**src/hdl/conv1x1_params.svh**
```systemverilog
`ifndef CONV1X1_PARAMS_SVH
`define CONV1X1_PARAMS_SVH

////////////////////////////////////////////////////////////
// Word widths
////////////////////////////////////////////////////////////

// Pixel, weight and output words
`define DATA_W 8

// Lane accumulator, wide enough for CH_IN full-scale products
`define ACC_W 20

// Fixed point shift applied before saturation
`define FRAC_BITS 4

////////////////////////////////////////////////////////////
// Layer shape
////////////////////////////////////////////////////////////

// Input channels per pixel
`define CH_IN 4

// Output channels, one MAC lane each
// Must not exceed CH_IN
`define CH_OUT 4

`endif

```
**src/hdl/conv1x1_pkg.sv**
```systemverilog
`default_nettype none

`include "conv1x1_params.svh"

package conv1x1_pkg;

	// Index widths, at least one bit
	localparam int CHAN_IN_W  = (`CH_IN > 1) ? $clog2(`CH_IN) : 1;
	localparam int CHAN_OUT_W = (`CH_OUT > 1) ? $clog2(`CH_OUT) : 1;

	typedef logic signed [`DATA_W-1:0] pixel_t;
	typedef logic signed [`DATA_W-1:0] weight_t;
	typedef logic signed [`ACC_W-1:0]  acc_t;

	typedef logic [CHAN_IN_W-1:0]  chan_in_t;
	typedef logic [CHAN_OUT_W-1:0] chan_out_t;

	// Output serializer states
	typedef enum logic {
		SER_IDLE,
		SER_EMIT
	} ser_state_t;

endpackage

`default_nettype wire

```
**src/hdl/conv1x1_layer.sv**
```systemverilog
`timescale 1ns/1ps
`default_nettype none

`include "conv1x1_params.svh"

module conv1x1_layer
	import conv1x1_pkg::*;
(
	input  logic    clk,
	input  logic    reset,
	input  logic    valid_in,
	input  pixel_t  pxl_in,
	input  logic    valid_weight_in,
	input  weight_t weight_in,
	output logic    valid_out,
	output pixel_t  pxl_out
);

	// Broadcast bus to the lanes
	logic     bcast_valid;
	pixel_t   bcast_pxl;
	chan_in_t bcast_chan;
	logic     bcast_last;

	// Weight write bus
	logic [`CH_OUT-1:0] wr_en;
	chan_in_t           wr_chan;
	weight_t            wr_data;

	// Lane results
	logic [`CH_OUT-1:0]   res_valid;
	pixel_t [`CH_OUT-1:0] res_data;

	conv_input_distributor u_distributor (
		.clk            (clk),
		.reset          (reset),
		.valid_in       (valid_in),
		.pxl_in         (pxl_in),
		.valid_weight_in(valid_weight_in),
		.weight_in      (weight_in),
		.bcast_valid    (bcast_valid),
		.bcast_pxl      (bcast_pxl),
		.bcast_chan     (bcast_chan),
		.bcast_last     (bcast_last),
		.wr_en          (wr_en),
		.wr_chan        (wr_chan),
		.wr_data        (wr_data)
	);

	////////////////////////////////////////////////////////////
	// One MAC lane per output channel
	////////////////////////////////////////////////////////////

	for (genvar k = 0; k < `CH_OUT; k++) begin : g_lane
		conv_mac_lane u_lane (
			.clk        (clk),
			.reset      (reset),
			.bcast_valid(bcast_valid),
			.bcast_pxl  (bcast_pxl),
			.bcast_chan (bcast_chan),
			.bcast_last (bcast_last),
			.wr_en      (wr_en[k]),
			.wr_chan    (wr_chan),
			.wr_data    (wr_data),
			.res_valid  (res_valid[k]),
			.res_data   (res_data[k])
		);
	end

	conv_output_serializer u_serializer (
		.clk      (clk),
		.reset    (reset),
		.res_valid(res_valid),
		.res_data (res_data),
		.valid_out(valid_out),
		.pxl_out  (pxl_out)
	);

endmodule

`default_nettype wire

```
**src/hdl/conv_input_distributor.sv**
```systemverilog
`timescale 1ns/1ps
`default_nettype none

`include "conv1x1_params.svh"

module conv_input_distributor
	import conv1x1_pkg::*;
(
	input  logic              clk,
	input  logic              reset,
	input  logic              valid_in,
	input  pixel_t            pxl_in,
	input  logic              valid_weight_in,
	input  weight_t           weight_in,
	output logic              bcast_valid,
	output pixel_t            bcast_pxl,
	output chan_in_t          bcast_chan,
	output logic              bcast_last,
	output logic [`CH_OUT-1:0] wr_en,
	output chan_in_t          wr_chan,
	output weight_t           wr_data
);

	localparam chan_in_t  CHAN_IN_LAST  = chan_in_t'(`CH_IN - 1);
	localparam chan_out_t CHAN_OUT_LAST = chan_out_t'(`CH_OUT - 1);

	chan_in_t  pix_chan;
	chan_in_t  w_chan;
	chan_out_t w_lane;

	////////////////////////////////////////////////////////////
	// Position counters
	////////////////////////////////////////////////////////////

	// Pixel words come channel by channel
	always_ff @(posedge clk) begin
		if (reset) begin
			pix_chan <= '0;
		end else if (valid_in) begin
			pix_chan <= (pix_chan == CHAN_IN_LAST) ? '0 : pix_chan + 1'b1;
		end
	end

	// Weights are output-channel major, so the lane steps once per CH_IN words
	always_ff @(posedge clk) begin
		if (reset) begin
			w_chan <= '0;
			w_lane <= '0;
		end else if (valid_weight_in) begin
			if (w_chan == CHAN_IN_LAST) begin
				w_chan <= '0;
				w_lane <= (w_lane == CHAN_OUT_LAST) ? '0 : w_lane + 1'b1;
			end else begin
				w_chan <= w_chan + 1'b1;
			end
		end
	end

	////////////////////////////////////////////////////////////
	// Registered broadcast and weight write
	////////////////////////////////////////////////////////////

	always_ff @(posedge clk) begin
		if (reset) begin
			bcast_valid <= 1'b0;
			wr_en       <= '0;
		end else begin
			bcast_valid <= valid_in;
			// One-hot lane select
			wr_en <= '0;
			if (valid_weight_in)
				wr_en[w_lane] <= 1'b1;
		end
	end

	always_ff @(posedge clk) begin
		bcast_pxl  <= pxl_in;
		bcast_chan <= pix_chan;
		bcast_last <= (pix_chan == CHAN_IN_LAST);
		wr_chan    <= w_chan;
		wr_data    <= weight_in;
	end

endmodule

`default_nettype wire

```
**src/hdl/conv_mac_lane.sv**
```systemverilog
`timescale 1ns/1ps
`default_nettype none

`include "conv1x1_params.svh"

module conv_mac_lane
	import conv1x1_pkg::*;
(
	input  logic     clk,
	input  logic     reset,
	input  logic     bcast_valid,
	input  pixel_t   bcast_pxl,
	input  chan_in_t bcast_chan,
	input  logic     bcast_last,
	input  logic     wr_en,
	input  chan_in_t wr_chan,
	input  weight_t  wr_data,
	output logic     res_valid,
	output pixel_t   res_data
);

	localparam acc_t SAT_MAX = acc_t'((1 <<< (`DATA_W - 1)) - 1);
	localparam acc_t SAT_MIN = acc_t'(-(1 <<< (`DATA_W - 1)));

	weight_t weights [`CH_IN];

	logic signed [2*`DATA_W-1:0] product;
	acc_t acc;
	acc_t sum;

	// Floor shift, then clamp into the output word range
	function automatic pixel_t saturate(input acc_t value);
		acc_t shifted;
		shifted = value >>> `FRAC_BITS;
		if (shifted > SAT_MAX)
			return pixel_t'(SAT_MAX);
		else if (shifted < SAT_MIN)
			return pixel_t'(SAT_MIN);
		else
			return shifted[`DATA_W-1:0];
	endfunction

	// Weight store for this output channel
	always_ff @(posedge clk) begin
		if (wr_en)
			weights[wr_chan] <= wr_data;
	end

	////////////////////////////////////////////////////////////
	// Multiply-accumulate
	////////////////////////////////////////////////////////////

	always_comb begin
		product = bcast_pxl * weights[bcast_chan];
		// Channel 0 starts a new pixel
		sum     = (bcast_chan == '0) ? acc_t'(product) : acc + product;
	end

	always_ff @(posedge clk) begin
		if (reset) begin
			acc       <= '0;
			res_valid <= 1'b0;
		end else begin
			res_valid <= bcast_valid & bcast_last;
			if (bcast_valid)
				acc <= sum;
		end
	end

	always_ff @(posedge clk) begin
		if (bcast_valid && bcast_last)
			res_data <= saturate(sum);
	end

endmodule

`default_nettype wire

```
**src/hdl/conv_output_serializer.sv**
```systemverilog
`timescale 1ns/1ps
`default_nettype none

`include "conv1x1_params.svh"

module conv_output_serializer
	import conv1x1_pkg::*;
(
	input  logic                      clk,
	input  logic                      reset,
	input  logic [`CH_OUT-1:0]        res_valid,
	input  pixel_t [`CH_OUT-1:0]      res_data,
	output logic                      valid_out,
	output pixel_t                    pxl_out
);

	localparam chan_out_t IDX_LAST = chan_out_t'(`CH_OUT - 1);

	ser_state_t state;
	chan_out_t  idx;
	logic       pending_full;
	logic       set_in;
	logic       idx_end;

	pixel_t [`CH_OUT-1:0] active_buf;
	pixel_t [`CH_OUT-1:0] pending_buf;

	// All lanes strobe together, bit 0 stands for the set
	assign set_in  = res_valid[0];
	assign idx_end = (idx == IDX_LAST);

	////////////////////////////////////////////////////////////
	// State and index
	////////////////////////////////////////////////////////////

	always_ff @(posedge clk) begin
		if (reset) begin
			state        <= SER_IDLE;
			idx          <= '0;
			pending_full <= 1'b0;
		end else begin
			case (state)
				SER_IDLE: begin
					idx <= '0;
					if (set_in)
						state <= SER_EMIT;
				end
				SER_EMIT: begin
					if (!idx_end) begin
						idx <= idx + 1'b1;
						if (set_in)
							pending_full <= 1'b1;
					end else begin
						idx <= '0;
						// Chain straight into the next set if one is waiting
						if (pending_full)
							pending_full <= set_in;
						else if (!set_in)
							state <= SER_IDLE;
					end
				end
				default: state <= SER_IDLE;
			endcase
		end
	end

	////////////////////////////////////////////////////////////
	// Result buffers
	////////////////////////////////////////////////////////////

	always_ff @(posedge clk) begin
		if (state == SER_IDLE) begin
			if (set_in)
				active_buf <= res_data;
		end else if (idx_end) begin
			if (pending_full)
				active_buf <= pending_buf;
			else if (set_in)
				active_buf <= res_data;
		end
	end

	// Holds a set that lands mid-emission
	always_ff @(posedge clk) begin
		if (state == SER_EMIT && set_in && (!idx_end || pending_full))
			pending_buf <= res_data;
	end

	assign valid_out = (state == SER_EMIT);
	assign pxl_out   = active_buf[idx];

endmodule

`default_nettype wire

```
**config.mk**
```make
export PLATFORM = sky130hd
export DESIGN_NAME = conv1x1_layer
export DESIGN_NICKNAME = d
export VERILOG_FILES = /design/src/hdl/conv1x1_pkg.sv /design/src/hdl/conv1x1_layer.sv /design/src/hdl/conv_input_distributor.sv /design/src/hdl/conv_mac_lane.sv /design/src/hdl/conv_output_serializer.sv
export VERILOG_INCLUDE_DIRS = /design/src /design/src/hdl
export SDC_FILE = /design/constraint.sdc
export NUM_CORES = 1
export LEC_CHECK = 0
export ABC_AREA = 1
export BUFFER_PORTS_ARGS = -buffer_cell sky130_fd_sc_hd__buf_2
export CAP_MARGIN = 20
export CELL_PAD_IN_SITES_DETAIL_PLACEMENT = 0
export CELL_PAD_IN_SITES_GLOBAL_PLACEMENT = 1
export CORE_UTILIZATION = 30
export DETAILED_ROUTE_END_ITERATION = 6
export GPL_ROUTABILITY_DRIVEN = 0
export PLACE_DENSITY = 0.63
export SYNTH_ARGS = -nofsm -noshare
export SYNTH_HDL_FRONTEND = slang
export SYNTH_SLANG_ARGS = --single-unit
```
**constraint.sdc**
```tcl
create_clock -name clk -period 12.3 [get_ports clk]
set_input_delay 1.23 -clock clk [delete_from_list [all_inputs] [get_ports clk]]
set_output_delay 1.23 -clock clk [all_outputs]
set_load 0.1 [all_outputs]
```
* Yosys cells after proc, flatten, opt, wreduce, memory -nomap -nowiden *
Memory sizes are Yosys's and may differ from the RTL's. A register that Yosys moved wholly into a read port is not among the register bits.
Index checks and enable logic that the tools add are counted.

storage, ports and cells
  output and inout bits = 9
  memory bits (writable) = 128
  memories kept = 4
  flip-flop bits (word level) = 213
  word-level logic and storage cells = 112
  input port bits = 20

memories
  name                      words  bits a word  rd ports  clocked after memory_dff  wr ports  line                 text
  g_lane[0].u_lane.weights  4      8            1         1                         1         conv_mac_lane.sv:25  weight_t weights [`CH_IN];
  g_lane[1].u_lane.weights  4      8            1         1                         1         conv_mac_lane.sv:25
  g_lane[2].u_lane.weights  4      8            1         1                         1         conv_mac_lane.sv:25
  g_lane[3].u_lane.weights  4      8            1         1                         1         conv_mac_lane.sv:25

operators by class
  reduce and logical (&&, ||, !) cells = 11
  equality and inequality tests = 5
  muxes and demuxes = 36
  $lt $le $gt $ge = 11
  add/subtract/negate cells = 8
  bitwise gates (word level) = 3
  multipliers = 4

operator list
  cell                                                                count
  2-to-1 mux 32 bit                                                   4
  adder 20 x 16 -> 20 bit                                             4
  2-to-1 mux 20 bit                                                   4
  greater-than comparator 16 x 8 -> 1 bit (second input constant)     4
  < comparator 16 x 8 -> 1 bit (second input constant)                4
  multiplier 8 x 8 -> 16 bit                                          4
  2-to-1 mux 8 bit                                                    5
  binary-select mux 8 bit (select 2 bit)                              1
  2-to-1 mux 1 bit                                                    15
  adder 2 x 1 -> 2 bit (second input constant)                        4
  == test 2 bit (second input constant)                               4
  2-to-1 mux 2 bit                                                    4
  < comparator 2 x 3 -> 1 bit (second input constant)                 2
  logical AND 1 bit                                                   4
  case mux 2 bit (2 select lines)                                     1
  AND reduction 2 bit                                                 2
  demux 1 bit (select 2 bit)                                          1
  greater-or-equal comparator 2 x 1 -> 1 bit (second input constant)  1
  logical NOT 2 bit                                                   1
  != test 2 bit (second input constant)                               1
  inverter 1 bit                                                      2
  case mux 1 bit (2 select lines)                                     1
  nonzero test 2 bit                                                  1
  OR reduction 2 bit                                                  1
  3 further kinds                                                     3

* Depth between registers and ports, before layout *
  depth after elaboration = 5
  mapped depth = 42
  mapped depth without buffers = 40

* By module *
A second synthesis with hierarchy kept.

second synthesis, totals
  cells, all modules = 3906
  area, all modules = 30035.1 µm²

by module, submodules not included
  module                            instances  area an instance (µm²)  cells each  seq. area each (µm²)
  conv_mac_lane (g_lane[2].u_lane)  1          6500.0                  862         1621.6
  conv_mac_lane (g_lane[3].u_lane)  1          6497.5                  882         1621.6
  conv_mac_lane (g_lane[1].u_lane)  1          6493.7                  879         1621.6
  conv_mac_lane (g_lane[0].u_lane)  1          6457.4                  886         1621.6
  conv_output_serializer            1          3213.1                  319         2001.9
  conv_input_distributor            1          873.3                   78          640.6

* Worst setup path before layout *
No wires, ideal clock.

  kind = register -> register
  from = register u_distributor.bcast_chan[0]
  to = register g_lane[0].u_lane.res_data[0] (data pin)
  path buffers = 3
  library setup time = 0.255 ns
  data arrival time = 6.175 ns
  clock period less this slack = 6.430 ns
  slack = 5.870 ns
  data required time = 12.045 ns
  cell stages (with the launch flop) = 37
  cells stage by stage = dfxtp_1 -> buf_2 -> buf_2 -> buf_2 -> nand2_1 -> nand3_1 -> nand2_1 -> nor2_1 -> inv_1 -> fa_1 -> inv_1 -> fa_1 -> inv_1 -> fa_1 -> inv_1 -> fa_1 -> ha_1 -> inv_1 -> nor3_2 -> nand3_1 -> nand3_1 -> inv_1 -> nand2_1 -> nand2_2 -> inv_1 -> ha_1 -> a21oi_1 -> o21ai_0 -> a21oi_1 -> nand3b_1 -> nand2_1 -> nand2_1 -> and2_1 -> nor2_1 -> nand3_1 -> nand2_2 -> nand2_1

between the ends
  longest elaborated chain between the ends = 4
  elaborated cells on any way between the ends = 5
  classes of those cells = 2 x order compare; 2 x mux; 1 x reduce/logical

ends and longest elaborated chain
  element                       line                          text
  start, declared               conv_input_distributor.sv:17  output chan_in_t bcast_chan,
  start signal, assigned        conv_input_distributor.sv:78  bcast_chan <= pix_chan;
  logical NOT 2 bit (*)         conv_mac_lane.sv:56           sum = (bcast_chan == '0) ? acc_t'(product) : acc + product;
  2-to-1 mux 20 bit (*)         conv_mac_lane.sv:56
  < comparator 16 x 8 -> 1 bit  conv_mac_lane.sv:37           else if (shifted < SAT_MIN)
  2-to-1 mux 8 bit              conv_mac_lane.sv:37
  end signal, assigned          conv_mac_lane.sv:72           res_data <= saturate(sum);
  end, declared                 conv_mac_lane.sv:19           output pixel_t res_data

Mark *: on every way between the ends. The rest lies on a longest branch, timed or not.
A chain may end at the register's enable or synchronous reset.

* Worst setup path after layout *
  from = register u_distributor.bcast_chan[0]
  to = register g_lane[2].u_lane.res_data[2] (data pin)

between the ends
  longest elaborated chain between the ends = 4
  elaborated cells on any way between the ends = 5
  classes of those cells = 2 x order compare; 2 x mux; 1 x reduce/logical

ends and longest elaborated chain
  element                       line
  logical NOT 2 bit (*)         conv_mac_lane.sv:56
  2-to-1 mux 20 bit (*)         conv_mac_lane.sv:56
  < comparator 16 x 8 -> 1 bit  conv_mac_lane.sv:37
  2-to-1 mux 8 bit              conv_mac_lane.sv:37
  end signal, assigned          conv_mac_lane.sv:72
  end, declared                 conv_mac_lane.sv:19

Marks and branches as above.

==> flow_metrics.py <==
metrics = {
    "status": {
        "status": "completed",
    },
    "synthesis": {
        "post_synth.cell_area_avg_um2": 7.86,
        "ys_async_sr_fraction_pct": 0,
        "ys.flop_type": "edfxtp_1",
        "synthTopCellsByCount": "nand2_1 (852), inv_1 (611), nor2_1 (479), edfxtp_1 (224), fa_1 (224)",
        "yosys.area.top_type": "edfxtp_1",
        "yosysSeqAreaShare_pct": 31.3,
        "ys_ff_latch": 341,
        "synth_top_area_share_pct": 23.2,
        "ys_top_cells_by_area": "edfxtp_1 (23%), fa_1 (15%), nand2_1 (11%), ha_1 (8.9%), dfxtp_1 (8.1%)",
        "synth_cell_types": 48,
        "synth_cells": 3686,
        "syn_area_mm2": 0.0290,
        "synth_edf_count": 224,
        "synth_fp_nets": 4136,
        "yosys.cell_count.top_type": "nand2_1",
        "yosys_warnings": 0,
    },
    "route": {
        "wl_met1_um": 37000,
        "drc_errors": 0,
        "drt_iter0_drc": 1349,
        "wl_per_cell_um": 15.8,
        "wl_met2_um": 37400,
        "met3_wirelength_um": 2650,
        "top_layer": "met4",
        "detail-route-antenna-nets": 0,
        "first_pass_iters": 6,
        "via_count": 23000,
        "wirelength_um": 78800,
        "vias_per_cell": 4.62,
    },
    "critical_path": {
        "worstSetupPathType": "flop to flop",
        "rrSetupSlack_ns": 4.38,
        "r2r-end": "g_lane[2].u_lane.res_data[2]",
        "reg2reg_from": "u_distributor.bcast_chan[0]",
        "worstPathRequired_ns": 12.64,
        "crit_fanout": 66,
        "worstSetupStartpoint": "u_distributor.bcast_chan[0]",
        "start_kind": "flop",
        "crit_path_frequent_cell": "nand2_1",
        "r2r_cells": 37,
        "slowest_delay_ns": 0.61,
        "endpoint_kind": "flop",
        "slowest_stage": "fa_1",
        "arrival_ns": 8.26,
    },
    "clock_network": {
        "h-tree-depth": 2,
        "clockBufferDepth": 3,
        "clkLatencyLatePin_ns": 0.61,
        "clockRootBuffer": "clkbuf_16",
        "cts_buffers": 42,
        "path_clk_slew_ns": 0.07,
        "hold_buffers": 0,
        "cts_tree": "done",
        "postCtsResizedCells": 0,
        "clock-sinks": 341,
        "cts_setup_buffers": 0,
    },
    "floorplan": {
        "core_mm2": 0.0953,
        "die_w_um": 313,
        "boundaryPins": 29,
        "initial_utilization_pct": 30.4,
        "dieArea_mm2": 0.0979,
        "dieHeight_um": 313,
        "row_count": 113,
    },
    "timing": {
        "maxSlewViolCount": 0,
        "finalHoldViolations": 0,
        "skew_ns": 0.0284,
        "period_share_pct": 64.4,
        "fmax_mhz": 126,
        "worst_slew_pin_slew_ns": 0.852,
        "rsz0062_at_grt": "false",
        "setup_ws_ns": 4.38,
        "max_slew_margin_pct": 43.0,
        "min_period_ns": 7.92,
        "finalSetupTns_ns": 0,
        "setup_viol": 0,
    },
    "layout": {
        "nets": 4135,
        "fin_area_mm2": 0.0319,
        "fillerInstances": 10200,
        "synthToLayoutAreaGrowth_pct": 10.2,
        "diodes": 0,
        "drive_gt1_share_pct": 6.13,
    },
    "global_route": {
        "grt_usage_pct": 16.7,
        "grt_pass1_vias": 23900,
        "grt_overflow": 0,
        "grt_max_degree": 71,
        "antenna_found_initial": 0,
        "grt_pass1_wl_um": 130000,
    },
    "hold_path": {
        "whs_path_depth": 0,
        "holdPathEnd": "u_distributor.wr_chan[1]",
        "worstHoldStart": "u_distributor.w_chan[1]",
        "hp-class": "flop to flop",
    },
    "placement": {
        "numPortBuffers": 28,
        "dp_hpwl_um": 60200,
        "place_area_mm2": 0.0305,
        "post-place-ws_ns": 4.36,
    },
    "job": {
        "maxCapViolations": 0,
    },
}
cells in the final DEF (no fill, tap or decap), types with 42 or more instances in the layout:
cell type / n
nand3_1: 221
dfxtp_1: 115
nor2_1: 479
inv_1: 610
fa_1: 224
clkbuf_16: 42
a21oi_1: 163
o21ai_0: 124
nand4_1: 44
edfxtp_1: 224
ha_1: 206
nand2_1: 851
layer usage:
metal,vias to the layer above,track usage [%]
met4,0,4.14
met3,83,2.04
met5,-,0
li1,11700,-
met2,304,28.8
met1,10900,22.0
flip-flops by register name (all words and copies together) (netlist names), 4 cells and up:
| signal | cells |
|---|---|
| u_distributor.wr_data | 8 |
| g_lane.u_lane.weights | 128 |
| g_lane.u_lane.acc | 80 |
| u_serializer.active_buf | 32 |
| g_lane.u_lane.res_data | 32 |
| u_distributor.bcast_pxl | 8 |
| u_distributor.wr_en | 4 |
| u_serializer.pending_buf | 32 |
logic make-up after synthesis:
| logic type | Yosys count | share of synthesized area, % |
|---|---|---|
| compound gates | 410 | 7.99 |
| xor+xnor | 69 | 2.19 |
| fa+ha+maj | 430 | 24.4 |
| buf+inv | 739 | 9.68 |
| flops | 341 | 31.3 |
| simple gates | 1697 | 24.5 |
cell type report:
cell class | instances | area (um2) | area share, %
clock buffers | 53 | 1130 | 3.55
clock inverters | 25 | 249 | 0.780
inverters | 635 | 2380 | 7.47
multi-input cells | 2606 | 17100 | 53.6
flip-flops and latches | 341 | 9070 | 28.4
well taps | 1265 | 1580 | 4.96
repair buffers | 59 | 393 | 1.23
worst max-delay path: cells and delay by family, from the launching register on:
kind / cells / cell delay [ns]
buf+inv: 9 / 1.46
flops: 1 / 0.31
simple gates: 21 / 2.72
compound gates: 1 / 0.10
fa+ha+maj: 6 / 2.97
through the flow:
step | std cells | hold WS [ns] | util (%)
3_5_place_dp | 4905 | 0.368 | 32.0
6_report | 4984 | 0.375 | 33.5
3_3_place_gp | 4905 | 0.369 | 32.0
2_1_floorplan | 3686 | 0.350 | -
5_1_grt | 4984 | 0.390 | 33.5
4_1_cts | 4983 | 0.375 | 33.5
how the worst max path moves through the flow:
stage                                              end  slack, ns
final                     g_lane[2].u_lane.res_data[2]       4.38
after global routing      g_lane[2].u_lane.res_data[0]       3.75
after CTS                 g_lane[2].u_lane.res_data[0]       4.32
after detailed placement  g_lane[2].u_lane.res_data[2]       4.36
after global placement    g_lane[2].u_lane.res_data[2]       4.32
after floorplan           g_lane[0].u_lane.res_data[0]       5.87
Power is left out: the tool's default activity adds up to more than one toggle a clock period on the data nets, which glitch-free logic cannot reach.
